File: src/source/pkg_mem.sv
// Memory geometry shared by the address generator, memory and testbench
// Addresses are word addresses, one word per location
// The address width fixes the depth, so address arithmetic wraps
// naturally modulo mem_depth and no range check exists anywhere

package pkg_mem;

	////////////////////
	// Geometry
	////////////////////

	localparam int addr_width	= 8;					// Word address bits
	localparam int mem_depth	= 1 << addr_width;		// 256 words
	localparam int data_width	= 32;					// Bits per memory word

	////////////////////
	// Types
	////////////////////

	// One word address
	typedef logic [addr_width-1:0]	addr_t;

	// One memory word
	typedef logic [data_width-1:0]	data_t;

endpackage

File: src/source/pkg_access.sv
// Lane side definitions for the strided access engine
// Three lanes share one address generator through the arbiter
// A transfer length of 0 is executed as a single word

package pkg_access;

	////////////////////
	// Lanes
	////////////////////

	localparam int lane_count	= 3;					// Requesting lanes
	localparam int lane_width	= $clog2(lane_count);	// Lane index bits

	typedef logic [lane_width-1:0]	lane_t;				// Lane index

	////////////////////
	// Transfers
	////////////////////

	localparam int length_width	= 8;					// Length field bits

	typedef logic [length_width-1:0]	length_t;		// Words per transfer

endpackage

File: src/source/access_arbiter.sv
// Round-robin arbiter for the lanes sharing the address generator
// A grant is held from issue until the done pulse of its transfer
// The lane must keep lane_req and its descriptor steady while granted
// Write data is routed live, so the lane steps it after each lane_beat
// After reset lane 0 has the highest priority

module access_arbiter (
	input									clock,
	input									reset,
	input	[pkg_access::lane_count-1:0]	lane_req,		// One request per lane
	input	[pkg_access::lane_count-1:0]	lane_write,		// Write flag per lane
	input	pkg_mem::addr_t [pkg_access::lane_count-1:0]		lane_base,
	input	pkg_mem::addr_t [pkg_access::lane_count-1:0]		lane_stride,
	input	pkg_access::length_t [pkg_access::lane_count-1:0]	lane_length,
	input	pkg_mem::data_t [pkg_access::lane_count-1:0]		lane_wdata,
	input									beat,			// Word completed
	input									done,			// Last word completed
	input									rdata_valid,	// Read word on rdata
	output	logic [pkg_access::lane_count-1:0]	lane_grant,
	output	logic [pkg_access::lane_count-1:0]	lane_beat,
	output	logic [pkg_access::lane_count-1:0]	lane_rdata_valid,
	output	logic							start,			// One cycle per grant
	output	logic							sel_write,
	output	pkg_mem::addr_t					sel_base,
	output	pkg_mem::addr_t					sel_stride,
	output	pkg_access::length_t			sel_length,
	output	pkg_mem::data_t					sel_wdata
);

	import pkg_mem::*;
	import pkg_access::*;

	lane_t						last_lane;		// Lane granted most recently
	lane_t						pick_lane;		// Round-robin winner index
	logic [lane_count-1:0]		pick;			// Round-robin winner one-hot

	////////////////////
	// Round-robin pick
	////////////////////

	// Search starts one above the last granted lane and wraps
	always_comb begin
		int		idx;
		logic	found;
		found		= 1'b0;
		pick		= '0;
		pick_lane	= last_lane;
		for (int i = 1; i <= lane_count; i++) begin
			idx = (int'(last_lane) + i) % lane_count;
			if (!found && lane_req[idx]) begin
				found		= 1'b1;
				pick[idx]	= 1'b1;
				pick_lane	= lane_t'(idx);
			end
		end
	end

	////////////////////
	// Grant register
	////////////////////

	always_ff @(posedge clock) begin
		if (reset) begin
			lane_grant	<= '0;
			last_lane	<= lane_t'(lane_count - 1);		// Lane 0 wins first
			start		<= 1'b0;
		end
		else begin
			start		<= 1'b0;
			if (done) begin
				lane_grant	<= '0;						// Release on last beat
			end
			else if (lane_grant == '0 && |lane_req) begin
				lane_grant	<= pick;
				last_lane	<= pick_lane;
				start		<= 1'b1;					// Coincides with new grant
			end
		end
	end

	////////////////////
	// Descriptor mux
	////////////////////

	always_comb begin
		sel_write	= 1'b0;
		sel_base	= '0;
		sel_stride	= '0;
		sel_length	= '0;
		sel_wdata	= '0;
		for (int i = 0; i < lane_count; i++) begin
			if (lane_grant[i]) begin
				sel_write	= lane_write[i];
				sel_base	= lane_base[i];
				sel_stride	= lane_stride[i];
				sel_length	= lane_length[i];
				sel_wdata	= lane_wdata[i];			// Live, stepped per beat
			end
		end
	end

	assign lane_beat		= lane_grant & {lane_count{beat}};			// Steer to owner
	assign lane_rdata_valid	= lane_grant & {lane_count{rdata_valid}};	// Reads only

	// Exactly one lane owns the transfer that the generator finishes
	a_grant_onehot: assert property (@(posedge clock) disable iff (reset)
		done |-> $onehot(lane_grant));

	// Owner holds its request until the transfer is released
	a_req_held: assert property (@(posedge clock) disable iff (reset)
		(lane_grant & ~lane_req) == '0);

endmodule

File: config.mk
export PLATFORM = sky130hd
export DESIGN_NAME = access_arbiter
export DESIGN_NICKNAME = d
export VERILOG_FILES = /design/src/source/pkg_mem.sv /design/src/source/pkg_access.sv /design/src/source/access_arbiter.sv
export SDC_FILE = /design/constraint.sdc
export NUM_CORES = 1
export LEC_CHECK = 0
export ABC_AREA = 0
export ABC_CLOCK_PERIOD_IN_PS = 1890
export BUFFER_PORTS_ARGS = -buffer_cell sky130_fd_sc_hd__buf_2
export CAP_MARGIN = 20
export CORE_AREA = 2 2 96 98
export CTS_CLUSTER_SIZE = 30
export DETAILED_ROUTE_END_ITERATION = 16
export DIE_AREA = 0 0 98 100
export PLACE_DENSITY = 0.53
export SLEW_MARGIN = 20
export SYNTH_ARGS = -nofsm -noshare
export SYNTH_HDL_FRONTEND = slang
export SYNTH_SLANG_ARGS = --single-unit
File: constraint.sdc
create_clock -name clock -period 1.89 [get_ports clock]
set_clock_uncertainty 0.15 [all_clocks]
set_input_delay 0.4725 -clock clock [delete_from_list [all_inputs] [get_ports clock]]
set_output_delay 0.4725 -clock clock [all_outputs]
set_load 0.01 [all_outputs]
-- Word-level counts from Yosys, hierarchy flattened
Index checks and enable logic that the tools add are counted.
- register bits: 6
- output and inout port bits: 67
- logic and storage cells: 72
- add/subtract/negate cells: 3
- div/mod/pow operators: 3
- order comparisons: 6
- multiplexer cells: 39
- bitwise gates (word level): 5
- reductions and logical operators: 13
- operators with widths (kind ; count):
    32-bit by 1-bit >= comparator with 1-bit output (second input constant) ; 3
    32-bit by 4-bit < comparator with 1-bit output (second input constant) ; 3
    32-bit by 3-bit modulo with 32-bit output (second input constant) ; 3
    32-bit 2-to-1 mux ; 3
    8-bit 2-to-1 mux ; 9
    1-bit 2-to-1 mux ; 15
    3-bit 2-to-1 mux ; 3
    2-bit by 2-bit adder with 3-bit output (second input constant) ; 2
    3-bit bitwise AND ; 2
    1-bit binary-select mux with 2-bit select ; 3
    1-bit demux with 2-bit select ; 3
    1-bit logical AND ; 6
    2-bit 2-to-1 mux ; 3
    3-bit OR ; 2
    2-bit by 1-bit adder with 3-bit output (second input constant) ; 1
    3-bit logical NOT ; 1
    3-bit AND reduction ; 1
    3-bit nonzero test ; 1
    3-bit OR reduction ; 1
    1-bit logical NOT ; 2
    2-bit OR reduction ; 1
    1-bit inverter ; 1

-- Longest topological paths before layout
- depth in word-level cells: 13
- mapped depth: 8
- depth with buffers taken out: 7

-- Worst setup path before layout
No wires, ideal clock.
- kind: flip-flop to output port
- start point: register lane_grant[1] (netlist bit)
- end point: output sel_base[0]
- data arrival time: 1.574 ns
- path slack: -0.307 ns
- cell stages (with the launch flop): 7
- path through: dfxtp_1 -> buf_6 -> nor2b_1 -> clkbuf_1 -> clkbuf_1 -> a22oi_1 -> o21ai_0
- word-level cells in the longest chain between the ends: 2
- ends and longest elaborated chain (what ; line ; RTL):
    from (decl) ; access_arbiter.sv:19 ; output logic [pkg_access::lane_count-1:0] lane_grant,
    from (signal assigned) ; access_arbiter.sv:74 ; lane_grant <= pick;
    8-bit 2-to-1 mux (2 in series) ; access_arbiter.sv:92 ; if (lane_grant[i]) begin
    to (decl) ; access_arbiter.sv:24 ; output pkg_mem::addr_t sel_base,
No other way between the ends.

-- Final worst setup path
- start point: register lane_grant[1] (netlist bit)
- end point: output sel_wdata[6]
- word-level cells in the longest chain between the ends: 2
- ends and longest elaborated chain (what ; line ; RTL):
    32-bit 2-to-1 mux (2 in series) ; access_arbiter.sv:92 ;
    to (decl) ; access_arbiter.sv:27 ; output pkg_mem::data_t sel_wdata
No other way between the ends.

==> metrics.cfg <==
[outcome]
status=complete, but fails checks
violations=setup timing

[clocking]
cts-htree-levels=1
numCtsBuffers=3
path_clk_slew_ps=40
clock_path_buffers=2
cts_root_buf=clkbuf_8
clk_latency_ps=230
clock_sink_count=6
cts-hold-fix-buffers=0
cts_tree=built

[drt]
via_per_inst=4.68
drtIter0Drc=92
num_vias=2998
finalWirelength_um=9640
postRouteAntennaNets=0
wire_per_inst_um=15.1
drc_errors=0
first_pass_iters=4

[placed_design]
portBuffers=245
dp_hpwl_um=6770
gp_congestion=0.796
dpl_worst_slack_ps=-200
dpl_cell_area_sq_um=3050

[critical_path]
cp-end-kind=output pin
cp-start-kind=flop
cp.arrival_ps=1450
required_ps=1270
critPathKind=reg -> out
crit_fanout=11

[grt]
grtUsageMet3_pct=3.20
grt_overflow=0
grt_pass1_wl_um=13300
gr-usage-all-layers_pct=16.6
grt-busiest-layer=met2
met2_usage_pct=31.1
grt_pass1_vias=2633
grt_antenna_before_repair=0
globalRouteMet1Util_pct=20.3
grt_max_degree=67

[yosys]
synth-edff-count=0
synth-seq-cells=6
synth_ff_type=dfxtp_1
synth_warnings=0
syn_nets=448
syn_inst=265
yosysUniqueCellTypes=32
ys_async_sr_fraction_pct=0
synth.area.top_cells=a22oi_1, o21ai_0, nand2_1
syn_area_sq_um=1560
syn_area_per_cell_sq_um=5.90
synth_top_area_share_pct=27.9
yosys.area.top_type=a22oi_1
seq_area_frac_synth_pct=7.69

[cells_and_area]
postLayoutCellArea_sq_um=3720
drive_gt1_share_pct=64.3
fin_nets=713
antenna_cells=0
area_growth_pct=138

[die]
die_w_um=98
die_y_um=100
start_util_pct=17.6
ios=246
coreArea_sq_um=8890
die-area_sq_um=9800
placementRows=35

[timing]
finalCriticalPeriod_ps=2080
slew_violations=0
max-slew-margin-rel_pct=76.9
rsz0062_at_grt=yes
worstMarginPinSlew_ps=342
fin_crit_sh_pct=110
setup_slack_ps=-186
hold_viol_final=0
setup_viol=60
max_freq_mhz=482

[pwr]
p_sw_share_pct=45.9
power_density_nw_per_um2=1080
p_leak_nw=1.86
seqPwrFrac_pct=5.2
comb_power_share_pct=89.6
p_switching_w=0.00184
clock_power_share_pct=5.2
worst_ir_drop_vdd_mv=0.437
p_int_w=0.00218

[job]
drv_cap=0

[worst_hold_path]
hold_class=reg -> reg

worst max-delay path, cell delays in order, from the launching register on:
cell and delay, ps:
dfxtp_4 350, nor2b_4 170, buf_4 170, buf_12 130, a22oi_1 60, o21ai_0 180, buf_2 160
per-stage QoR:
step           utilization (%)  total power, W  hold slack [ps]  setup TNS [ps]  instances
5_1_grt                   41.8         0.00432              384          -12480        640
3_5_place_dp              34.3         0.00284              403            -539        616
2_1_floorplan                -         0.00167              348            -120        265
6_report                  41.8         0.00402              369           -8130        640
3_3_place_gp              34.3         0.00281              378            -464        616
4_1_cts                   39.5         0.00377              347           -8000        637
cells by family after synthesis:
logic type | count (synthesis) | synth area share [%]
adders and majority gates | 4 | 3.20
muxes | 2 | 1.36
and+or+nand+nor | 86 | 24.5
buffers and inverters | 34 | 8.73
AOI/OAI and AO/OA | 133 | 54.5
DFF | 6 | 7.69
cell usage after synthesis, drive strengths merged (2+ instances only):
library cell	number
nor3	2
a22oi	58
inv	7
nand4	2
and2	6
a21oi	4
nand2	58
nor2b	3
buf	2
ha	4
a21boi	2
dfxtp	6
o211ai	2
a21o	2
clkbuf	25
nand2b	3
o21ai	59
nor2	7
registers in the layout (all words and copies together), names as in the netlist:
register    count
last_lane       2
start           1
lane_grant      3
worst paths after layout:
path / startpoint / to / slack [ps] / cells past startpoint
min: last_lane[1] / last_lane[1] / 370 / 1
max: lane_grant[1] / sel_wdata[6] / -190 / 6
min reg2reg: last_lane[1] / last_lane[1] / 370 / 1
max reg2reg: lane_grant[0] / last_lane[1] / -100 / 5
layer usage:
| metal | part of all wire [%] | wire length (um) | vias up |
|---|---|---|---|
| met4 | 0.82 | 79 | 0 |
| met2 | 52 | 5020 | 125 |
| met3 | 7.4 | 713 | 7 |
| li1 | - | - | 1519 |
| met1 | 40 | 3830 | 1347 |
| met5 | 0 | 0 | - |
power by group through the flow:
stage                     clock network, W  registers (W)  logic (W)
after detailed placement                 0       0.000207    0.00263
after CTS                         0.000216       0.000203    0.00335
after floorplan                          0       0.000210    0.00146
after global routing              0.000232       0.000213    0.00388
after global placement                   0       0.000206    0.00261
final                             0.000211       0.000208    0.00360
placed cells by master, fill, tap and decap left out, types with 3 or more instances in the layout:
| cell | count |
|---|---|
| a21oi_1 | 3 |
| a22oi_1 | 25 |
| a22oi_2 | 33 |
| and2_1 | 6 |
| buf_12 | 9 |
| buf_16 | 5 |
| buf_2 | 244 |
| buf_4 | 20 |
| buf_6 | 3 |
| clkbuf_16 | 4 |
| clkbuf_8 | 3 |
| dfxtp_4 | 3 |
| inv_1 | 7 |
| nand2_1 | 58 |
| nor2_1 | 7 |
| o21ai_0 | 11 |
| o21ai_1 | 47 |
final cells by class:
type / count / area, sq um
clock buffers: 4 / 45.0
fillers: 934 / 5170
inverters: 7 / 26.3
multi-input cells: 225 / 1520
flip-flops and latches: 6 / 133
well taps: 111 / 139
repair buffers: 287 / 1850
timing repair:
item                                    CTS  global route
endpoints found under the hold margin     0             0
pin swaps                                13            20
endpoints found under the setup margin   62            64
cloned                                    6             4
resized for setup                        52            36
setup buffers                            11             1
Power figures use the tool's default switching activity.
