## src/source/pkg_mem.sv

```systemverilog
// Memory geometry shared by the address generator, memory and testbench
// Addresses are word addresses, one word per location
// The address width fixes the depth, so address arithmetic wraps
// naturally modulo mem_depth and no range check exists anywhere

package pkg_mem;

	////////////////////
	// Geometry
	////////////////////

	localparam int addr_width	= 8;					// Word address bits
	localparam int mem_depth	= 1 << addr_width;		// 256 words
	localparam int data_width	= 32;					// Bits per memory word

	////////////////////
	// Types
	////////////////////

	// One word address
	typedef logic [addr_width-1:0]	addr_t;

	// One memory word
	typedef logic [data_width-1:0]	data_t;

endpackage

```

## src/source/pkg_access.sv

```systemverilog
// Lane side definitions for the strided access engine
// Three lanes share one address generator through the arbiter
// A transfer length of 0 is executed as a single word

package pkg_access;

	////////////////////
	// Lanes
	////////////////////

	localparam int lane_count	= 3;					// Requesting lanes
	localparam int lane_width	= $clog2(lane_count);	// Lane index bits

	typedef logic [lane_width-1:0]	lane_t;				// Lane index

	////////////////////
	// Transfers
	////////////////////

	localparam int length_width	= 8;					// Length field bits

	typedef logic [length_width-1:0]	length_t;		// Words per transfer

endpackage

```

## src/source/stride_agu.sv

```systemverilog
// Strided address generator with an APB master port
// One word per APB transfer, two cycles per word with zero wait states
// Word k goes to base + k * stride, wrapping at the memory depth
// Descriptor is latched on start, write data is taken live from the lane
// A length of 0 moves one word

module stride_agu (
	input							clock,
	input							reset,
	input							start,			// Begin a transfer
	input							sel_write,
	input	pkg_mem::addr_t			sel_base,
	input	pkg_mem::addr_t			sel_stride,
	input	pkg_access::length_t	sel_length,
	input	pkg_mem::data_t			sel_wdata,
	input	pkg_mem::data_t			prdata,
	input							pready,
	output	logic					beat,			// Access completed
	output	logic					done,			// Last access completed
	output	pkg_mem::data_t			rdata,
	output	logic					rdata_valid,
	output	logic					psel,
	output	logic					penable,
	output	logic					pwrite,
	output	pkg_mem::addr_t			paddr,
	output	pkg_mem::data_t			pwdata
);

	import pkg_mem::*;
	import pkg_access::*;

	typedef enum logic [1:0] {
		st_idle,
		st_setup,
		st_access
	} state_t;

	state_t		state;
	logic		write_q;			// Latched direction
	addr_t		addr_q;				// Running word address
	addr_t		stride_q;			// Latched stride
	length_t	remaining;			// Words left, current one included
	logic		last;				// Current word is the final one

	assign last	= (remaining == length_t'(1));

	////////////////////
	// Transfer FSM
	////////////////////

	always_ff @(posedge clock) begin
		if (reset) begin
			state		<= st_idle;
			write_q		<= 1'b0;
			remaining	<= '0;
		end
		else begin
			case (state)
				st_idle: begin
					if (start) begin
						state		<= st_setup;
						write_q		<= sel_write;
						remaining	<= (sel_length == '0) ? length_t'(1) : sel_length;
					end
				end
				st_setup: begin
					state	<= st_access;				// Always one setup cycle
				end
				st_access: begin
					if (pready) begin
						remaining	<= remaining - length_t'(1);
						state		<= last ? st_idle : st_setup;
					end
				end
				default: begin
					state	<= st_idle;
				end
			endcase
		end
	end

	// Base loaded on start, stride added after every completed word
	always_ff @(posedge clock) begin
		if (state == st_idle && start) begin
			addr_q		<= sel_base;
			stride_q	<= sel_stride;
		end
		else if (state == st_access && pready) begin
			addr_q		<= addr_q + stride_q;			// Wraps modulo mem_depth
		end
	end

	////////////////////
	// APB outputs
	////////////////////

	assign psel			= (state != st_idle);
	assign penable		= (state == st_access);
	assign pwrite		= psel & write_q;
	assign paddr		= psel ? addr_q : '0;
	assign pwdata		= pwrite ? sel_wdata : '0;		// Lane steps word after beat

	assign beat			= penable & pready;
	assign done			= beat & last;
	assign rdata_valid	= beat & ~write_q;
	assign rdata		= rdata_valid ? prdata : '0;	// Word passes on its beat

	// New transfer only arrives on an idle generator
	a_start_idle: assert property (@(posedge clock) disable iff (reset)
		start |-> state == st_idle);

	// Address and write word held from setup into access
	a_paddr_stable: assert property (@(posedge clock) disable iff (reset)
		penable |-> $stable(paddr) && $stable(pwdata));

endmodule

```

## config.mk

```make
export PLATFORM = sky130hd
export DESIGN_NAME = stride_agu
export DESIGN_NICKNAME = d
export VERILOG_FILES = /design/src/source/pkg_mem.sv /design/src/source/pkg_access.sv /design/src/source/stride_agu.sv
export SDC_FILE = /design/constraint.sdc
export NUM_CORES = 1
export LEC_CHECK = 0
export ABC_AREA = 1
export BUFFER_PORTS_ARGS = -buffer_cell sky130_fd_sc_hd__clkbuf_2
export CORE_MARGIN = 2
export CORE_UTILIZATION = 40
export CTS_CLUSTER_DIAMETER = 150
export CTS_CLUSTER_SIZE = 40
export DETAILED_ROUTE_END_ITERATION = 7
export PLACE_DENSITY = 0.81
export SYNTH_ARGS = -nofsm -noshare
export SYNTH_HDL_FRONTEND = slang
export SYNTH_SLANG_ARGS = --single-unit
```

## constraint.sdc

```tcl
create_clock -name clock -period 1.9 [get_ports clock]
set_input_delay 0.285 -clock clock [delete_from_list [all_inputs] [get_ports clock]]
set_output_delay 0.285 -clock clock [all_outputs]
set_load 0.05 [all_outputs]
```

======== Yosys cells after proc, flatten, opt, wreduce, memory -nomap -nowiden ========
Cells that the tools add are included.
cells by class
  bitwise logic cells ..................... 5
  eq/ne operators ......................... 5
  reduce and logical (&&, ||, !) cells .... 10
  multiplexer cells ....................... 13
  add/sub/neg operators ................... 2
operators with widths
  kind                                                                   number
  32-bit two-way mux                                                     2
  8-bit two-way mux                                                      6
  8-bit case mux with 2 select lines                                     1
  8-bit adder                                                            1
  8-bit by 1-bit equality test with 1-bit output, second input constant  1
  8-bit logical NOT                                                      1
  8-bit by 1-bit subtractor with 8-bit output, second input constant     1
  2-bit case mux with 3 select lines                                     1
  2-bit nonzero test                                                     3
  1-bit AND                                                              4
  2-bit two-way mux                                                      2
  2-bit inequality test, second input constant                           2
  2-bit AND reduction                                                    2
  3-bit AND reduction                                                    1
  2-bit by 1-bit equality test with 1-bit output, second input constant  1
  2-bit equality test, second input constant                             1
  1-bit logical AND                                                      2
  2-bit logical NOT                                                      1
  1-bit two-way mux                                                      1
  1-bit inverter                                                         1
storage, ports and cells
  register bits after elaboration ......... 27
  input bits .............................. 93
  output and inout bits ................... 78
  word-level logic and storage cells ...... 40

======== Depth between registers and ports, before layout ========
Gate-level depths: netlist (run 1).
  depth after elaboration ................. 4
  gate-level depth with buffers ........... 9
  mapped depth without buffers ............ 9

======== Worst setup path after synthesis (run 1) ========
Ideal clock, no wire load.
  path type ............................... register to output
  start ................................... reg state[1]
  end ..................................... out rdata[10]
  arrival ................................. 1.872 ns
  path buffers ............................ 1
  cell stages (with the launch flop) ...... 8
  setup slack ............................. -0.257 ns
  path through ............................ dfxtp_1 > inv_1 > nor2_4 > nand2_2 > nor2_4 > inv_2 > buf_6 > nor2_1
on the way
  longest elaborated chain between the ends .. 4
RTL lines
  what                    line               RTL
  from (decl)             stride_agu.sv:38   state_t state;
  from (signal assigned)  stride_agu.sv:53   state <= st_idle;
  from (signal assigned)  stride_agu.sv:61   state <= st_setup;
  from (signal assigned)  stride_agu.sv:67   state <= st_access;
  2-bit equality test     stride_agu.sv:98   assign penable = (state == st_access);
  1-bit AND               stride_agu.sv:103  assign beat = penable & pready;
  1-bit AND               stride_agu.sv:105  assign rdata_valid = beat & ~write_q;
  via rdata_valid         stride_agu.sv:21   output logic rdata_valid,
  32-bit two-way mux      stride_agu.sv:106  assign rdata = rdata_valid ? prdata : '0;
  to (decl)               stride_agu.sv:20   output pkg_mem::data_t rdata,
The timed path passes the listed nets, and every way through them passes these cells.

======== Worst setup path after layout (run 1) ========
  start ................................... reg state[1]
  end ..................................... out rdata[17]
on the way
  longest elaborated chain between the ends .. 4
RTL lines
  what                 line
  2-bit equality test  stride_agu.sv:98
  1-bit AND            stride_agu.sv:103
  1-bit AND            stride_agu.sv:105
  32-bit two-way mux   stride_agu.sv:106
Every way passes these cells.

==> results of run 1 <==
## power groups by stage
stage               sequential (mW)  combinational [mW]  clock [mW]
floorplan                     0.823                1.13           0
global placement              0.836                1.43           0
detailed placement            0.841                1.46           0
CTS                           0.829                1.50       0.351
global route                  0.842                1.69       0.369
finish                        0.829                1.55       0.341
## routing by layer
layer  global-route usage, %  vias up  share of wire (%)
li1                        -     1368                  -
met1                    26.8     1214                 38
met2                    43.5       98                 54
met3                    4.60       18                5.6
met4                    3.51        0                2.3
met5                       0        -                  0
## worst max path at each step
stage	endpoint	slack [ns]	cells after the start
3_3_place_gp	addr_q[6]$_DFFE_PP_	0.12	9
5_1_grt	rdata[17]	-0.01	8
6_report	rdata[17]	0.05	8
3_5_place_dp	addr_q[6]$_DFFE_PP_	0.04	9
2_1_floorplan	rdata[0]	-0.13	6
4_1_cts	rdata[31]	-0.03	8
## through the flow
stage	instance area [um2]	setup slack, ns
after CTS	3850	-0.0264
after detailed placement	3570	0.0427
after floorplan	2610	-0.134
after global routing	3970	-0.0145
after global placement	3570	0.120
final	3970	0.0549
## what timing repair did
item	CTS	global route
pin swaps	1	2
setup endpoints to repair	39	62
hold endpoints to repair	0	0
gates cloned	1	1
setup buffers	1	1
resized for setup	56	56
## cells by family (layout without fill, tap and decap cells)
group,after synthesis,after routing,share of synthesized area (%)
AOI/OAI and AO/OA,34,34,8.44
xor gates and xnor gates,7,7,2.78
adders and majority gates,10,10,6.01
buffers and inverters,105,282,20.1
DFF,27,27,31.7
and+or+nand+nor,162,162,30.9
## sequential cells by signal, indices dropped and copies added (netlist names)
| register | flops |
|---|---|
| remaining | 8 |
| write_q | 1 |
| addr_q | 8 |
| stride_q | 8 |
| state | 2 |
## synthesized netlist by cell type (all sizes together)
cell type  number  area (um2)
inv            96         360
nor2           89         357
nand2          53         219
o21ai          19         103
edfxtp         16         480
nand3          14        70.1
dfxtp          11         220
a21oi          10        50.1
buf             9        83.8
ha              9         113
xor2            4        35.0
a31oi           3        18.8
xnor2           3        26.3
nand3b          2        15.0
nor3            2        10.0
or2             2        12.5
a211oi          1        7.51
a21o            1        7.51
fa              1        20.0
## cell type report
class                           instances  area, um2  share of cell area, %
Clock inverter                          1       7.51                  0.189
Sequential cell                        27        703                   17.7
Timing Repair Buffer                  182       1270                   32.1
Tap cell                               72       90.1                   2.27
Multi-Input combinational cell        213       1490                   37.4
Inverter                               96        365                   9.21
Clock buffer                            3       41.3                   1.04
==> impl_metrics.csv, run 1 <==
group,metric,value,unit
yosys,ys_seq_elements,27,
sta,setup-tns-final,0,ns
power_and_ir_drop,p_leak,2.19,nW
floorplan,ios,171,
clock_tree,htreeDepth,1,
setup_path,r2r-start,"addr_q[4]$_DFFE_PP_",
power_and_ir_drop,power.switching,1.29,mW
cells_and_area,layout.nets,626,
cells_and_area,mostFrequentLayoutCells,"clkbuf_2, inv_1, nor2_4, nand2_1, nor2_1",
sta,grt_setup_unrepaired,"true",
setup_path,worstPathCellList,"inv_1 -> nor2_4 -> nand2_2 -> nor2_4 -> inv_6 -> buf_16 -> nor2_4 -> clkbuf_8",
detailed_routing,avgRoutedWirePerCell,12.9,um
setup_path,path_delay_family,"buffers and inverters",
min_path,holdPathEnd,"stride_q[4]$_DFFE_PP_",
sta,clock.fmax,542,MHz
yosys,syn-mean-instance-area,6.40,um2
cells_and_area,fill_cells,411,
yosys,syn_inst,345,
sta,tightestPinTransition,0.314,ns
placement,io_buffers,170,
power_and_ir_drop,clkPwrFrac,12.5,%
sta,finalCritPeriodShare,97.1,%
cells_and_area,area_growth,79.7,%
cells_and_area,final_common_cell,"clkbuf_2",
cells_and_area,post-route-util,73.4,%
floorplan,die_area,6130,um2
sta,min_period,1.85,ns
floorplan,die_x,78.3,um
min_path,hp-class,"in2reg",
detailed_routing,drt.antenna.violating_nets,0,
floorplan,start_util,40.9,%
clock_tree,cts_tree,"built",
clock_tree,cts_root_buf,"clkbuf_8",
sta,slew_headroom,79.2,%
setup_path,r2r_slack,0.17,ns
detailed_routing,firstDrtPassIters,4,
setup_path,cp_common_cell,"nor2_4",
detailed_routing,viasPerCell,4.54,
sta,finClkSkew,0.00357,ns
power_and_ir_drop,ir_drop,473,uV
run,max_cap_violations,0,
power_and_ir_drop,p_sw_share,47.4,%
setup_path,worst_ep_arrival_time,1.56,ns
detailed_routing,drt_wl_total,7.64,mm
power_and_ir_drop,p_int,1.43,mW
yosys,synth_nets,448,
floorplan,fp.dieH,78.3,um
setup_path,critPathMaxStageDelay,0.36,ns
setup_path,end_kind,"output port",
placement,post-place-cells,586,
clock_tree,cts_sinks,27,
global_routing,grt_usage,22.9,%
yosys,synth-seq-area-share,31.7,%
setup_path,crit_required,1.62,ns
cells_and_area,stdcell_count,594,
run_status,status,"completed",
clock_tree,clock_latency,0.28,ns
sta,final_max_slew_viol_count,0,
min_path,hold_path.startpoint,"sel_stride[4]",
power_and_ir_drop,power,2.72,mW
setup_path,cp.buffers_inverters,4,
global_routing,grt-ovfl-total,0,
clock_tree,cts.path.max_buffers,2,
setup_path,critPathKind,"reg2out",
setup_path,r2r-end,"addr_q[7]$_DFFE_PP_",
global_routing,grt_pass1_wl,11.5,mm
floorplan,num_rows,27,
setup_path,worstRegToRegCells,7,
sta,whs,0.176,ns
setup_path,cp_slowest_cell,"dfxtp_2",
power_and_ir_drop,power_frac_comb,57.0,%
sta,setup_viol,0,
cells_and_area,drive_above_1_share,50.8,%
detailed_routing,remaining_drc_errors,0,
clock_tree,postCtsHoldBufs,0,
global_routing,antenna_found_initial,0,
clock_tree,path_clk_slew,0.10,ns
yosys,synthDistinctLibCells,28,
detailed_routing,via_count,2698,
placement,place.gp.congestion,0.894,
cells_and_area,num_antenna_cells,0,
setup_path,critPathLaunchType,"flop",
placement,hpwl,5.45,mm
detailed_routing,initialDrtViolationCount,84,
sta,hold_viol_final,0,
floorplan,core,5410,um2
clock_tree,numCtsBuffers,3,
power_and_ir_drop,seqPwrFrac,30.4,%
setup_path,cp_max_fo,10,
setup_path,cp-startpoint,"state[1]$_SDFFE_PP0P_",
min_path,min_path_cells,1,
yosys,yosys_warnings,0,
global_routing,grt_max_degree,23,
global_routing,grt_pass1_vias,2525,
power_and_ir_drop,power_density,686,nW/um2
yosys,syn-cell-area,2210,um2
Note: power is estimated with default switching activity, not from simulation.
==> run 2, diff against run 1 <==
--- a/config.mk
+++ b/config.mk
@@ -13,6 +13,7 @@
 export CTS_CLUSTER_SIZE = 40
 export DETAILED_ROUTE_END_ITERATION = 7
 export PLACE_DENSITY = 0.81
+export SETUP_SLACK_MARGIN = 0.1
 export SYNTH_ARGS = -nofsm -noshare
 export SYNTH_HDL_FRONTEND = slang
 export SYNTH_SLANG_ARGS = --single-unit
==> constraint.sdc (replaced) <==
create_clock -name clock -period 1.9 [get_ports clock]
set_input_delay 0.38 -clock clock [delete_from_list [all_inputs] [get_ports clock]]
set_output_delay 0.38 -clock clock [all_outputs]
set_load 0.05 [all_outputs]
==> impl_metrics.csv, run 2 (synthesized netlist as in run 1, its figures left out) <==
group,metric,value,unit
clock_tree,cts_tree,"built",
detailed_routing,initialDrtViolationCount,97,
cells_and_area,area_growth,109,%
sta,finalCritPeriodShare,102,%
floorplan,ios,171,
sta,grt_setup_unrepaired,"true",
setup_path,cp_common_cell,"nor2_4",
sta,hold_viol_final,0,
placement,io_buffers,170,
setup_path,path_depth,8,
setup_path,r2r_slack,0.22,ns
clock_tree,cts.path.max_buffers,2,
setup_path,critPathMaxStageDelay,0.37,ns
setup_path,critPathKind,"reg2out",
min_path,hold_path.startpoint,"sel_stride[2]",
sta,final_max_slew_viol_count,0,
setup_path,worst_ep_arrival_time,1.57,ns
cells_and_area,layout.nets,632,
floorplan,die_x,78.3,um
setup_path,path_delay_family,"buffers and inverters",
setup_path,cp_max_fo,16,
placement,dpl_cell_area,3880,um2
placement,dp_slack,0.0718,ns
global_routing,grt-ovfl-total,0,
min_path,hp-class,"in2reg",
global_routing,grt_usage,26.9,%
setup_path,cp_slowest_cell,"dfxtp_2",
power_and_ir_drop,p_leak,2.36,nW
placement,place.gp.congestion,0.886,
detailed_routing,drt_wl_total,9.70,mm
cells_and_area,num_antenna_cells,0,
power_and_ir_drop,power_density,639,nW/um2
sta,clock.fmax,514,MHz
cells_and_area,post-route-util,85.5,%
sta,tightestPinTransition,0.307,ns
floorplan,start_util,40.9,%
floorplan,fp.dieH,78.3,um
detailed_routing,avgRoutedWirePerCell,16.2,um
setup_path,r2r-start,"addr_q[0]$_DFFE_PP_",
floorplan,core,5410,um2
cells_and_area,final_area,4620,um2
setup_path,worstPathCellList,"inv_2 -> nor2_4 -> nand2_4 -> nor2_4 -> inv_6 -> buf_12 -> nor2_2 -> buf_8",
placement,post-place-cells,585,
cells_and_area,stdcell_count,600,
detailed_routing,drt.antenna.violating_nets,0,
detailed_routing,remaining_drc_errors,0,
setup_path,crit_required,1.52,ns
power_and_ir_drop,ir_drop,529,uV
setup_path,end_kind,"output port",
placement,hpwl,6.06,mm
run,max_cap_violations,0,
sta,slew_headroom,79.6,%
global_routing,grt_max_degree,23,
sta,setup_viol,24,
detailed_routing,firstDrtPassIters,4,
min_path,min_path_cells,1,
sta,min_period,1.95,ns
cells_and_area,drive_above_1_share,53.4,%
setup_path,cp.buffers_inverters,4,
global_routing,antenna_found_initial,0,
sta,whs,0.266,ns
global_routing,grt_pass1_vias,2682,
cells_and_area,mostFrequentLayoutCells,"clkbuf_2, inv_1, nor2_4, nand2_1, buf_8",
floorplan,num_rows,27,
sta,worst_slack,-0.0472,ns
setup_path,critPathLaunchType,"flop",
global_routing,grt_pass1_wl,13.2,mm
cells_and_area,top_regs,"addr_q: 8 flops, remaining: 8 flops, stride_q: 8 flops",
setup_path,r2r-end,"addr_q[6]$_DFFE_PP_",
clock_tree,postCtsHoldBufs,0,
detailed_routing,via_count,2918,
run_status,failed_checks,"negative setup slack",
clock_tree,cts_sinks,27,
setup_path,worstRegToRegCells,9,
clock_tree,htreeDepth,1,
sta,finClkSkew,0.00493,ns
clock_tree,cts_root_buf,"clkbuf_8",
run_status,status,"complete, but fails checks",
cells_and_area,final_common_cell,"clkbuf_2",
clock_tree,clock_latency,0.28,ns
clock_tree,numCtsBuffers,3,
min_path,holdPathEnd,"stride_q[2]$_DFFE_PP_",
clock_tree,path_clk_slew,0.10,ns
floorplan,die_area,6130,um2
detailed_routing,viasPerCell,4.86,
## run 2: metal layers
layer	track usage [%]	vias up	share of wire, %
met5	0	-	0
met4	9.30	0	4.3
met3	5.17	35	6.4
met2	49.9	139	53
met1	30.7	1354	36
li1	-	1390	-
## run 2: area by class of cell
| type | instances | area, um2 |
|---|---|---|
| Timing Repair Buffer | 188 | 1810 |
| Multi-Input combinational cell | 213 | 1590 |
| Fill cell | 274 | 785 |
| Sequential cell | 27 | 707 |
| Inverter | 96 | 373 |
| Tap cell | 72 | 90.1 |
| Clock buffer | 3 | 41.3 |
| Clock inverter | 1 | 7.51 |
## run 2: worst max path at each step
stage	from	to	slack [ns]
floorplan	state[1]$_SDFFE_PP0P_	rdata[0]	-0.19
global placement	addr_q[0]$_DFFE_PP_	addr_q[6]$_DFFE_PP_	0.09
detailed placement	addr_q[0]$_DFFE_PP_	addr_q[6]$_DFFE_PP_	0.07
CTS	state[1]$_SDFFE_PP0P_	rdata[10]	-0.04
global route	state[1]$_SDFFE_PP0P_	rdata[10]	-0.10
finish	state[1]$_SDFFE_PP0P_	rdata[10]	-0.05
## run 2: what timing repair did
action | CTS | global route
resized for setup | 78 | 114
pin swaps | 4 | 5
endpoints found under the setup margin | 66 | 68
cloned | 3 | 2
setup buffers | 4 | 2
## run 2: report_power, final
part | switching, mW | internal (mW) | total [mW]
clock network | 0.196 | 0.149 | 0.345
registers | 0.0763 | 0.758 | 0.834
logic | 1.12 | 0.655 | 1.77
## run 2: per-stage QoR
step	setup TNS, ns	power, mW
after detailed placement	0	2.37
after global placement	0	2.34
after floorplan	-0.583	2.00
after global routing	-3.03	3.14
after CTS	-0.308	2.81
final	-0.495	2.95
